### src/rtl/spi_bridge_pkg.sv
/* SPI bridge shared types and constants.
   Frame, status and AXI4-Lite channel structs. */
`default_nettype none

package spi_bridge_pkg;

  localparam int WORD_BITS = 16;
  localparam int NUM_REGS  = 8;
  localparam int DATA_BITS = 24;

  localparam logic [DATA_BITS-1:0] ID_VALUE = 24'h5A1C0D; // Read-only register 0.

  localparam logic [1:0] RESP_OKAY   = 2'b00;
  localparam logic [1:0] RESP_SLVERR = 2'b10;

  typedef logic [WORD_BITS-1:0] word_t;

  typedef struct packed {
    logic       write;
    logic [2:0] reserved; // Ignored.
    logic [3:0] index;
  } opcode_t;

  typedef struct packed {
    logic       read_valid; // Data bytes hold read data.
    logic       overrun;    // A frame was dropped while busy.
    logic [4:0] reserved;
    logic       error;      // Last response was SLVERR.
  } status_t;

  typedef struct packed {
    opcode_t              opcode;
    logic [DATA_BITS-1:0] data;
  } spi_frame_t;

  typedef struct packed {
    status_t              status;
    logic [DATA_BITS-1:0] data;
  } reply_t;

  typedef struct packed {
    logic        awvalid;
    logic [7:0]  awaddr;
    logic        wvalid;
    logic [31:0] wdata;
    logic [3:0]  wstrb;
    logic        bready;
    logic        arvalid;
    logic [7:0]  araddr;
    logic        rready;
  } axil_req_t;

  typedef struct packed {
    logic        awready;
    logic        wready;
    logic        bvalid;
    logic [1:0]  bresp;
    logic        arready;
    logic        rvalid;
    logic [31:0] rdata;
    logic [1:0]  rresp;
  } axil_rsp_t;

endpackage

`default_nettype wire

### src/rtl/spi_word_shifter.sv
/* SPI mode 0 word shifter.
   Oversamples the pins and moves 16-bit words in on MOSI and out on MISO. */
`timescale 1ns/1ps
`default_nettype none

module spi_word_shifter
  import spi_bridge_pkg::*;
(
  input  wire         clk,
  input  wire         reset,
  input  wire         spi_sck,
  input  wire         spi_ss_n,
  input  wire         spi_mosi,
  output logic        spi_miso,
  input  wire word_t  tx_word,
  output word_t       rx_word,
  output logic        rx_valid,
  output logic        frame_start,
  output logic        frame_abort
);

  logic [2:0] sck_q;
  logic [2:0] ss_q;
  logic [1:0] mosi_q;
  logic       sck_rise;
  logic       sck_fall;
  logic       ss_active;
  logic [4:0] bit_cnt;
  word_t      rx_shift;
  word_t      tx_shift;

  // Two sync stages, third stage for edge detect.
  always_ff @(posedge clk) begin
    if (reset) begin
      sck_q  <= 3'b000;
      ss_q   <= 3'b111;
      mosi_q <= 2'b00;
    end else begin
      sck_q  <= {sck_q[1:0], spi_sck};
      ss_q   <= {ss_q[1:0], spi_ss_n};
      mosi_q <= {mosi_q[0], spi_mosi};
    end
  end

  assign sck_rise    = sck_q[1] & ~sck_q[2];
  assign sck_fall    = ~sck_q[1] & sck_q[2];
  assign ss_active   = ~ss_q[1];
  assign frame_start = ~ss_q[1] & ss_q[2];
  assign frame_abort = ss_q[1] & ~ss_q[2];

  always_ff @(posedge clk) begin
    if (reset) begin
      bit_cnt  <= '0;
      rx_valid <= 1'b0;
      tx_shift <= '0;
    end else begin
      rx_valid <= 1'b0;
      if (!ss_active) begin
        bit_cnt <= '0;
      end else if (sck_rise) begin
        if (bit_cnt == 5'(WORD_BITS - 1)) begin
          bit_cnt  <= '0;
          rx_valid <= 1'b1; // Word complete.
        end else begin
          bit_cnt <= bit_cnt + 5'd1;
        end
      end
      if (frame_start) begin
        tx_shift <= tx_word;
      end else if (ss_active && sck_fall) begin
        // Counter back at zero means a word boundary.
        tx_shift <= (bit_cnt == '0) ? tx_word : {tx_shift[WORD_BITS-2:0], 1'b0};
      end
    end
  end

  always_ff @(posedge clk) begin
    if (ss_active && sck_rise) begin
      rx_shift <= {rx_shift[WORD_BITS-2:0], mosi_q[1]};
      if (bit_cnt == 5'(WORD_BITS - 1)) begin
        rx_word <= {rx_shift[WORD_BITS-2:0], mosi_q[1]};
      end
    end
  end

  assign spi_miso = tx_shift[WORD_BITS-1]; // MSB first.

endmodule

`default_nettype wire

### src/rtl/spi_frame_assembler.sv
/* Frame assembler.
   Joins two received words into a frame and splits the reply into two words. */
`timescale 1ns/1ps
`default_nettype none

module spi_frame_assembler
  import spi_bridge_pkg::*;
(
  input  wire         clk,
  input  wire         reset,
  input  wire word_t  rx_word,
  input  wire         rx_valid,
  input  wire         frame_start,
  input  wire         frame_abort,
  output word_t       tx_word,
  output spi_frame_t  frame,
  output logic        frame_valid,
  input  wire reply_t reply
);

  logic   word_idx; // 0 = upper half, 1 = lower half.
  word_t  hi_word;
  reply_t reply_q;

  always_ff @(posedge clk) begin
    if (reset) begin
      word_idx    <= 1'b0;
      frame_valid <= 1'b0;
    end else begin
      frame_valid <= 1'b0;
      if (frame_abort) begin
        word_idx <= 1'b0; // Drop partial words.
      end else if (rx_valid) begin
        if (!word_idx) begin
          word_idx <= 1'b1;
        end else begin
          word_idx    <= 1'b0;
          frame_valid <= 1'b1;
        end
      end
    end
  end

  always_ff @(posedge clk) begin
    if (frame_start) begin
      reply_q <= reply;
    end
    if (rx_valid) begin
      if (!word_idx) begin
        hi_word <= rx_word;
      end else begin
        frame <= {hi_word, rx_word};
      end
    end
  end

  // Bypass at frame start so the shifter loads the fresh reply.
  always_comb begin
    if (frame_start) begin
      tx_word = reply[2*WORD_BITS-1:WORD_BITS];
    end else if (word_idx) begin
      tx_word = reply_q[WORD_BITS-1:0];
    end else begin
      tx_word = reply_q[2*WORD_BITS-1:WORD_BITS];
    end
  end

endmodule

`default_nettype wire

### src/rtl/spi_axil_master.sv
/* Frame decoder and AXI4-Lite master.
   Runs one register access per frame and builds the status reply. */
`timescale 1ns/1ps
`default_nettype none

module spi_axil_master
  import spi_bridge_pkg::*;
(
  input  wire             clk,
  input  wire             reset,
  input  wire spi_frame_t frame,
  input  wire             frame_valid,
  output reply_t          reply,
  output axil_req_t       axil_req,
  input  wire axil_rsp_t  axil_rsp
);

  typedef enum logic [1:0] {
    S_IDLE,
    S_WRITE,
    S_READ,
    S_RESP
  } state_t;

  state_t     state;
  logic       is_read;
  logic       overrun_pend;
  logic       resp_done;
  logic [1:0] resp_code;
  logic [7:0] byte_addr;

  assign byte_addr = {2'b00, frame.opcode.index, 2'b00}; // Index times 4.
  assign resp_done = (axil_req.bready && axil_rsp.bvalid) ||
                     (axil_req.rready && axil_rsp.rvalid);
  assign resp_code = is_read ? axil_rsp.rresp : axil_rsp.bresp;

  always_ff @(posedge clk) begin
    if (reset) begin
      state        <= S_IDLE;
      is_read      <= 1'b0;
      overrun_pend <= 1'b0;
      axil_req     <= '0;
      reply        <= '0;
    end else begin
      case (state)
        S_IDLE: begin
          if (frame_valid) begin
            is_read         <= !frame.opcode.write;
            axil_req.awaddr <= byte_addr;
            axil_req.araddr <= byte_addr;
            axil_req.wdata  <= {8'h00, frame.data};
            axil_req.wstrb  <= 4'b0111;
            if (frame.opcode.write) begin
              axil_req.awvalid <= 1'b1;
              axil_req.wvalid  <= 1'b1;
              state            <= S_WRITE;
            end else begin
              axil_req.arvalid <= 1'b1;
              state            <= S_READ;
            end
          end
        end
        S_WRITE: begin
          if (axil_req.awvalid && axil_rsp.awready) axil_req.awvalid <= 1'b0;
          if (axil_req.wvalid && axil_rsp.wready) axil_req.wvalid <= 1'b0;
          // Both channels done, now or earlier.
          if ((!axil_req.awvalid || axil_rsp.awready) &&
              (!axil_req.wvalid || axil_rsp.wready)) begin
            axil_req.bready <= 1'b1;
            state           <= S_RESP;
          end
        end
        S_READ: begin
          if (axil_rsp.arready) begin
            axil_req.arvalid <= 1'b0;
            axil_req.rready  <= 1'b1;
            state            <= S_RESP;
          end
        end
        default: begin
          if (resp_done) begin
            axil_req.bready <= 1'b0;
            axil_req.rready <= 1'b0;
            state           <= S_IDLE;
          end
        end
      endcase

      if (resp_done) begin
        reply.status.read_valid <= is_read;
        reply.status.overrun    <= overrun_pend | frame_valid; // Drop this cycle counts too.
        reply.status.reserved   <= '0;
        reply.status.error      <= (resp_code == RESP_SLVERR);
        reply.data              <= is_read ? axil_rsp.rdata[DATA_BITS-1:0] : '0;
        overrun_pend            <= 1'b0;
      end else if (frame_valid && state != S_IDLE) begin
        overrun_pend <= 1'b1; // Busy, frame dropped.
      end
    end
  end

endmodule

`default_nettype wire

### src/rtl/axil_reg_bank.sv
/* AXI4-Lite register bank.
   Read-only ID at index 0, seven writable 24-bit registers above it. */
`timescale 1ns/1ps
`default_nettype none

module axil_reg_bank
  import spi_bridge_pkg::*;
(
  input  wire            clk,
  input  wire            reset,
  input  wire axil_req_t axil_req,
  output axil_rsp_t      axil_rsp
);

  logic [DATA_BITS-1:0] regs [1:NUM_REGS-1];
  logic [5:0]           wr_idx;
  logic [5:0]           rd_idx;
  logic                 wr_go;
  logic                 rd_go;
  logic                 wr_err;
  logic                 rd_err;
  logic                 bvalid_q;
  logic                 rvalid_q;
  logic [1:0]           bresp_q;
  logic [1:0]           rresp_q;
  logic [31:0]          rdata_q;

  assign wr_idx = axil_req.awaddr[7:2];
  assign rd_idx = axil_req.araddr[7:2];
  assign wr_go  = axil_req.awvalid && axil_req.wvalid && !bvalid_q; // Both beats together.
  assign rd_go  = axil_req.arvalid && !rvalid_q;
  assign wr_err = (wr_idx == '0) || (wr_idx >= NUM_REGS); // ID is read-only.
  assign rd_err = (rd_idx >= NUM_REGS);

  always_ff @(posedge clk) begin
    if (reset) begin
      bvalid_q <= 1'b0;
      rvalid_q <= 1'b0;
      for (int i = 1; i < NUM_REGS; i++) begin
        regs[i] <= '0;
      end
    end else begin
      if (wr_go) begin
        bvalid_q <= 1'b1;
        if (!wr_err) begin
          for (int b = 0; b < DATA_BITS / 8; b++) begin
            if (axil_req.wstrb[b]) begin
              regs[wr_idx[2:0]][8*b +: 8] <= axil_req.wdata[8*b +: 8];
            end
          end
        end
      end else if (axil_req.bready) begin
        bvalid_q <= 1'b0;
      end
      if (rd_go) begin
        rvalid_q <= 1'b1;
      end else if (axil_req.rready) begin
        rvalid_q <= 1'b0;
      end
    end
  end

  always_ff @(posedge clk) begin
    if (wr_go) begin
      bresp_q <= wr_err ? RESP_SLVERR : RESP_OKAY;
    end
    if (rd_go) begin
      rresp_q <= rd_err ? RESP_SLVERR : RESP_OKAY;
      if (rd_err) begin
        rdata_q <= '0; // Error reads return zero.
      end else if (rd_idx == '0) begin
        rdata_q <= {8'h00, ID_VALUE};
      end else begin
        rdata_q <= {8'h00, regs[rd_idx[2:0]]};
      end
    end
  end

  always_comb begin
    axil_rsp.awready = wr_go;
    axil_rsp.wready  = wr_go;
    axil_rsp.bvalid  = bvalid_q;
    axil_rsp.bresp   = bresp_q;
    axil_rsp.arready = rd_go;
    axil_rsp.rvalid  = rvalid_q;
    axil_rsp.rdata   = rdata_q;
    axil_rsp.rresp   = rresp_q;
  end

endmodule

`default_nettype wire

### src/rtl/spi_axil_bridge_top.sv
/* SPI to register bridge top level.
   SPI slave front end driving an internal AXI4-Lite register bank. */
`timescale 1ns/1ps
`default_nettype none

module spi_axil_bridge_top
  import spi_bridge_pkg::*;
(
  input  wire  clk,
  input  wire  reset,
  input  wire  spi_sck,
  input  wire  spi_ss_n,
  input  wire  spi_mosi,
  output logic spi_miso
);

  word_t      tx_word;
  word_t      rx_word;
  logic       rx_valid;
  logic       frame_start;
  logic       frame_abort;
  spi_frame_t frame;
  logic       frame_valid;
  reply_t     reply;
  axil_req_t  axil_req;
  axil_rsp_t  axil_rsp;

  spi_word_shifter u_shifter (
    .clk         (clk),
    .reset       (reset),
    .spi_sck     (spi_sck),
    .spi_ss_n    (spi_ss_n),
    .spi_mosi    (spi_mosi),
    .spi_miso    (spi_miso),
    .tx_word     (tx_word),
    .rx_word     (rx_word),
    .rx_valid    (rx_valid),
    .frame_start (frame_start),
    .frame_abort (frame_abort)
  );

  spi_frame_assembler u_assembler (
    .clk         (clk),
    .reset       (reset),
    .rx_word     (rx_word),
    .rx_valid    (rx_valid),
    .frame_start (frame_start),
    .frame_abort (frame_abort),
    .tx_word     (tx_word),
    .frame       (frame),
    .frame_valid (frame_valid),
    .reply       (reply)
  );

  spi_axil_master u_master (
    .clk         (clk),
    .reset       (reset),
    .frame       (frame),
    .frame_valid (frame_valid),
    .reply       (reply),
    .axil_req    (axil_req),
    .axil_rsp    (axil_rsp)
  );

  axil_reg_bank u_bank (
    .clk      (clk),
    .reset    (reset),
    .axil_req (axil_req),
    .axil_rsp (axil_rsp)
  );

endmodule

`default_nettype wire

### config.mk
export PLATFORM = sky130hd
export DESIGN_NAME = spi_axil_bridge_top
export DESIGN_NICKNAME = d
export VERILOG_FILES = /design/src/rtl/spi_bridge_pkg.sv /design/src/rtl/spi_word_shifter.sv /design/src/rtl/spi_frame_assembler.sv /design/src/rtl/spi_axil_master.sv /design/src/rtl/axil_reg_bank.sv /design/src/rtl/spi_axil_bridge_top.sv
export SDC_FILE = /design/constraint.sdc
export NUM_CORES = 1
export LEC_CHECK = 0
export BUFFER_PORTS_ARGS = -buffer_cell sky130_fd_sc_hd__buf_4
export CAP_MARGIN = 0
export CORE_UTILIZATION = 57
export CTS_CLUSTER_DIAMETER = 100
export CTS_CLUSTER_SIZE = 25
export DETAILED_ROUTE_END_ITERATION = 10
export PLACE_DENSITY = 0.76
export SETUP_SLACK_MARGIN = 0.15
export SYNTH_ARGS = -nofsm -noshare
export SYNTH_HDL_FRONTEND = slang
export SYNTH_HIERARCHICAL = 1
export SYNTH_SLANG_ARGS = --single-unit
### constraint.sdc
create_clock -name clk -period 2.6 [get_ports clk]
set_clock_uncertainty 0.05 [all_clocks]
set_input_delay 0.26 -clock clk [delete_from_list [all_inputs] [get_ports clk]]
set_output_delay 0.26 -clock clk [all_outputs]
set_load 0.005 [all_outputs]
==> impl_metrics.tcl, run 1 <==
set metrics [dict create \
    outcome "completed" \
    io_pins 6 \
    crit_arrival_ps 2460 \
    cts_max_level 1 \
    post_cts_buffers 0 \
    ant_nets 0 \
    p_leak_nw 5.64 \
    die_area_um2 29600 \
    comb_power_share_pct 3.2 \
    nNetsFinal 1269 \
    drt-total-wl_mm 31.7 \
    gp_congestion 0.871 \
    rsz0062_at_grt "no" \
    grt_remaining_overflow 0 \
    path_depth 4 \
    pre_cts_ws_ps 259 \
    ys.warnings.count 6 \
    critPathKind "flop to flop" \
    path_cells "nor3_1, and2_1, nand2_2, o21bai_1" \
    slowest_stage "o21bai_1" \
    worstHoldStart "reset" \
    crit_path_end "u_bank/regs[1][4]" \
    layout_common_cells "313 x edfxtp_1, 207 x nor2_1, 147 x nand2_1" \
    startpoint "u_master/axil_req[53]" \
    dp_hpwl_mm 21.6 \
    diodes 0 \
    cts_buffers 20 \
    internal_power_mw 8.87 \
    hold_class "primary input to flop" \
    vias 9436 \
    setup_violations 0 \
    design_area_um2 17500 \
    hold_violations 0 \
    antenna_found_initial 2 \
    crit_buf_inv 0 \
    pwr-share-clk_pct 31.3 \
    regToRegSetupSlack_ps 260 \
    cp-end-kind "flop" \
    cts_tree "done" \
    initial_utilization_pct 58.6 \
    post_drt_via_cell_ratio 5.72 \
    setup_tns_ps 0 \
    synth_area_um2 16500 \
    ir_drop_v 0.000799 \
    fmax_ghz 0.428 \
    route.detailed.drc 0 \
    die_width_um 172 \
    min_period_ps 2340 \
    worst-r2r-cell-count 4 \
    p_sw_mw 2.22 \
    p_sw_share_pct 20.0 \
    cts_sinks 412 \
    final_common_cell "edfxtp_1" \
    grt_pass1_wl_mm 49.9 \
    cap_viol_max_count 0 \
    power.density_nw_per_um2 633 \
    routedWlPerCell_um 19.2 \
    cts_root_buf "clkbuf_16" \
    cp.required_ps 2720 \
    maxSlewViolCount 0 \
    die_h_um 172 \
    slew_headroom_pct 34.9 \
    clk_pin_slew_ps 100 \
    coreArea_um2 28100 \
    period_share_pct 89.9 \
    fin_ws_ps 261 \
    drt_iter0_markers 983 \
    pwr-share-seq_pct 65.5 \
    worstPathMaxFanout 20 \
    final_layout_size_suffix_gt1_share_pct 11.9 \
    r2r_start "u_master/axil_req[53]" \
    grt_usage_pct 22.2 \
    cp-start-kind "flop" \
    critical-path-top-delay-family "simple AND/OR/NAND/NOR gates" \
    cpPeakStageDelay_ps 670 \
    syn_inst 1253 \
    cts_max_path_buffers 3 \
    dpl_cell_area_um2 16900 \
    worstMarginPinSlew_ps 976 \
    placementRows 61 \
    syn_to_final_growth_pct 6.31 \
    port_buffers 5 \
    firstDrtPassIters 5 \
    first_global_vias 9166 \
    syn_avg_cell_area_um2 13.1 \
    grt_max_degree 90 \
    clock_latency_ps 540 \
    worstReg2RegEnd "u_bank/regs[1][4]" \
]
## registers in the layout, summed over array words and instances (netlist names), 15 cells and up
signal / count
u_shifter/tx_shift: 16
u_assembler/reply_q: 32
u_master/axil_req: 34
u_bank/rdata_q: 24
u_shifter/rx_word: 16
u_bank/regs: 182
u_assembler/frame: 29
u_master/reply: 27
u_shifter/rx_shift: 15
## metal layers
metal  track usage, %  part of all wire [%]  vias to the layer above  wire length (µm)
met5                0                 0.041                        -                13
met4             4.69                   1.8                        2               567
met3             3.71                   7.0                       37              2220
met2             37.9                    49                      300             15500
met1             30.3                    42                     4656             13400
li1                 -                     -                     4441                 -
## worst min-delay path by stage
stage | to | slack [ps] | cells past startpoint
after detailed placement | u_shifter/ss_q[1] | 350 | 1
after global routing | u_bank/bvalid_q | 240 | 3
final | u_bank/bvalid_q | 210 | 3
after CTS | u_bank/bvalid_q | 200 | 3
after global placement | u_shifter/ss_q[1] | 340 | 1
after floorplan | u_assembler/word_idx | 280 | 1
## timing repair
item | CTS | global route
resized for setup | 0 | 2
endpoints found under the hold margin | 3 | 0
hold buffers | 3 | 0
setup endpoints to repair | 0 | 16
## through the flow
| stage | hold WS (ps) | util, % | std cells | total power [mW] |
|---|---|---|---|---|
| after floorplan | 280 | - | 1276 | 7.65 |
| after global placement | 341 | 60.1 | 1611 | 7.74 |
| after detailed placement | 349 | 60.1 | 1611 | 7.76 |
| after CTS | 203 | 62.3 | 1650 | 11.2 |
| after global routing | 235 | 62.3 | 1650 | 11.4 |
| final | 215 | 62.3 | 1650 | 11.1 |
## worst min-delay path, delay by kind of cell
kind                   cells  cell delay, ps
buffers and inverters      2             350
AND/OR/NAND/NOR            1             130
## area by class of cell
class / count / area [µm²]
clock buffer: 34 / 574
inverter: 27 / 101
fill: 2165 / 10600
multi-input combinational: 740 / 4500
tap: 378 / 473
clock inverter: 2 / 16.3
sequential: 412 / 11400
timing repair buffer: 57 / 448
## power by group through the flow
stage | clock [mW] | sequential, mW | combinational, mW
CTS | 3.54 | 7.26 | 0.356
global placement | 0 | 7.40 | 0.339
finish | 3.46 | 7.26 | 0.359
floorplan | 0 | 7.38 | 0.267
global route | 3.75 | 7.28 | 0.396
detailed placement | 0 | 7.41 | 0.351
Power figures use the tool's default switching activity.
==> inputs of run 2 (changes only) <==
--- a/config.mk
+++ b/config.mk
@@ -7,11 +7,11 @@
 export LEC_CHECK = 0
 export BUFFER_PORTS_ARGS = -buffer_cell sky130_fd_sc_hd__buf_4
 export CAP_MARGIN = 0
-export CORE_UTILIZATION = 57
+export CORE_UTILIZATION = 61
 export CTS_CLUSTER_DIAMETER = 100
 export CTS_CLUSTER_SIZE = 25
 export DETAILED_ROUTE_END_ITERATION = 10
-export PLACE_DENSITY = 0.76
+export PLACE_DENSITY = 0.77
 export SETUP_SLACK_MARGIN = 0.15
 export SYNTH_ARGS = -nofsm -noshare
 export SYNTH_HDL_FRONTEND = slang
==> constraint.sdc (replaced) <==
create_clock -name clk -period 2.57 [get_ports clk]
set_clock_uncertainty 0.05 [all_clocks]
set_input_delay 0.257 -clock clk [delete_from_list [all_inputs] [get_ports clk]]
set_output_delay 0.257 -clock clk [all_outputs]
set_load 0.005 [all_outputs]
==> run 2 against run 1 <==
  * Largest cell class unchanged
  * Wire length grew 2.2%
  * Largest power group unchanged
  * Sequential cell count unchanged
  * Sequential share of layout area up 0.20 points
  * Global-route usage rose by 1.8 points
  * Cell count down 2.8%
  * Critical path type unchanged
  * Via count rose by 1.5%
==> impl_metrics.tcl, run 2 (same netlist as run 1, synthesis figures left out) <==
set metrics [dict create \
    p_sw_mw 2.24 \
    setup_violations 0 \
    gp_congestion 0.867 \
    comb_power_share_pct 3.3 \
    worst-r2r-cell-count 5 \
    clk_pin_slew_ps 100 \
    path_cells "nor3_1, and2_1, nand2_2, o21bai_2, buf_4" \
    p_leak_nw 5.64 \
    internal_power_mw 8.96 \
    ant_nets 0 \
    grt_max_degree 49 \
    critPathKind "flop to flop" \
    dp.cells 1567 \
    slew_headroom_pct 34.8 \
    cts_buffers 20 \
    crit_arrival_ps 2400 \
    firstDrtPassIters 5 \
    cts_root_buf "clkbuf_16" \
    worstHoldStart "reset" \
    layout_common_cells "313 x edfxtp_1, 207 x nor2_1, 147 x nand2_1" \
    outcome "completed" \
    final_layout_size_suffix_gt1_share_pct 12.1 \
    io_pins 6 \
    period_share_pct 85.8 \
    hold_depth 3 \
    cpPeakStageDelay_ps 370 \
    post_drt_via_cell_ratio 5.97 \
    pwr-share-clk_pct 31.1 \
    grt_pass1_wl_mm 51.3 \
    cp-start-kind "flop" \
    utilization_pct 66.4 \
    diodes 0 \
    maxSlewViolCount 0 \
    die_h_um 166 \
    cts_tree "done" \
    first_global_vias 9338 \
    nNetsFinal 1268 \
    cts_max_path_buffers 3 \
    route.detailed.drc 0 \
    worstReg2RegEnd "u_bank/regs[3][4]" \
    slowest_stage "dfxtp_1" \
    rsz0062_at_grt "no" \
    dp_hpwl_mm 22.1 \
    pre_cts_ws_ps 250 \
    grt_usage_pct 24.1 \
    final_cells 1604 \
    largest_register_ffs 182 \
    routedWlPerCell_um 20.2 \
    top_register "u_bank/regs" \
    reg_top3 "u_bank/regs: 182 flops, u_master/axil_req: 34 flops, u_assembler/reply_q: 32 flops" \
    ir_drop_v 0.000552 \
    syn_to_final_growth_pct 5.98 \
    placementRows 59 \
    die_area_um2 27600 \
    setup_tns_ps 0 \
    drt_iter0_markers 1088 \
    critical-path-top-delay-family "simple AND/OR/NAND/NOR gates" \
    worstPathMaxFanout 20 \
    p_sw_share_pct 20.0 \
    hold_class "primary input to flop" \
    initial_utilization_pct 62.6 \
    cp.required_ps 2770 \
    cts_max_level 1 \
    worstMarginPinSlew_ps 976 \
    port_buffers 5 \
    drt-total-wl_mm 32.4 \
    cap_viol_max_count 0 \
    vias 9575 \
    whs_endpoint "u_master/axil_req[32]" \
    crit_buf_inv 1 \
    coreArea_um2 26300 \
    path_depth 5 \
    r2r_start "u_master/axil_req[53]" \
    min_period_ps 2210 \
    fin_ws_ps 364 \
    grt_remaining_overflow 0 \
    final_common_cell "edfxtp_1" \
    cp-end-kind "flop" \
    cts_sinks 412 \
    antenna_found_initial 0 \
    regToRegSetupSlack_ps 360 \
    hold_violations 0 \
    pwr-share-seq_pct 65.6 \
    die_width_um 166 \
    fmax_ghz 0.453 \
    clock_latency_ps 530 \
    power.density_nw_per_um2 642 \
]
run 2: changes by cell type in the layout (fill, tap and decap cells not counted), sizes merged:
cell	change
buf	-1
clkbuf	-1
inv	-1
run 2: worst reg2reg max path, stage by stage, from the launching register on:
cell	delay, ps
dfxtp_1	370
nor3_1	330
and2_1	300
nand2_2	300
o21bai_2	360
buf_4	210
run 2: how the worst max path moves through the flow:
| stage | start | endpoint |
|---|---|---|
| after floorplan | u_shifter/ss_q[1] | u_shifter/tx_shift[15] |
| after global placement | u_master/axil_req[53] | u_bank/regs[1][7] |
| after detailed placement | u_master/axil_req[53] | u_bank/regs[1][5] |
| after CTS | u_master/axil_req[53] | u_bank/regs[1][1] |
| after global routing | u_master/axil_req[53] | u_bank/regs[3][0] |
| final | u_master/axil_req[53] | u_bank/regs[3][4] |
run 2: power by group through the flow:
stage | Combinational (mW) | Clock [mW] | Sequential [mW]
floorplan | 0.270 | 0 | 7.47
global placement | 0.342 | 0 | 7.50
detailed placement | 0.357 | 0 | 7.50
CTS | 0.362 | 3.53 | 7.35
global route | 0.404 | 3.77 | 7.37
finish | 0.367 | 3.48 | 7.35
run 2: cell type report:
cell class	count	area (µm²)
fill	1859	8830
inverter	27	101
timing repair buffer	56	440
multi-input combinational	740	4520
sequential	412	11400
clock inverter	1	16.3
clock buffer	33	571
tap	335	419
run 2: routing by layer:
metal / wire [µm] / GRT usage [%] / up-vias
met5: 0 / 0 / -
met4: 1070 / 8.17 / 0
met3: 2600 / 3.79 / 61
met2: 15600 / 39.7 / 369
met1: 13100 / 32.9 / 4722
li1: - / - / 4423
run 2: repair_timing:
action                                  CTS  global route
buffers inserted                          0             0
endpoints found under the setup margin    0            37
gates resized for setup                   0             5
hold buffers                              3             0
hold endpoints to repair                  3             0
run 2: through the flow:
stage	hold slack, ps	power, mW	cell area, µm²
5_1_grt	255	11.5	17400
3_5_place_dp	355	7.86	16800
4_1_cts	238	11.2	17400
2_1_floorplan	277	7.74	16600
3_3_place_gp	341	7.84	16800
6_report	240	11.2	17400
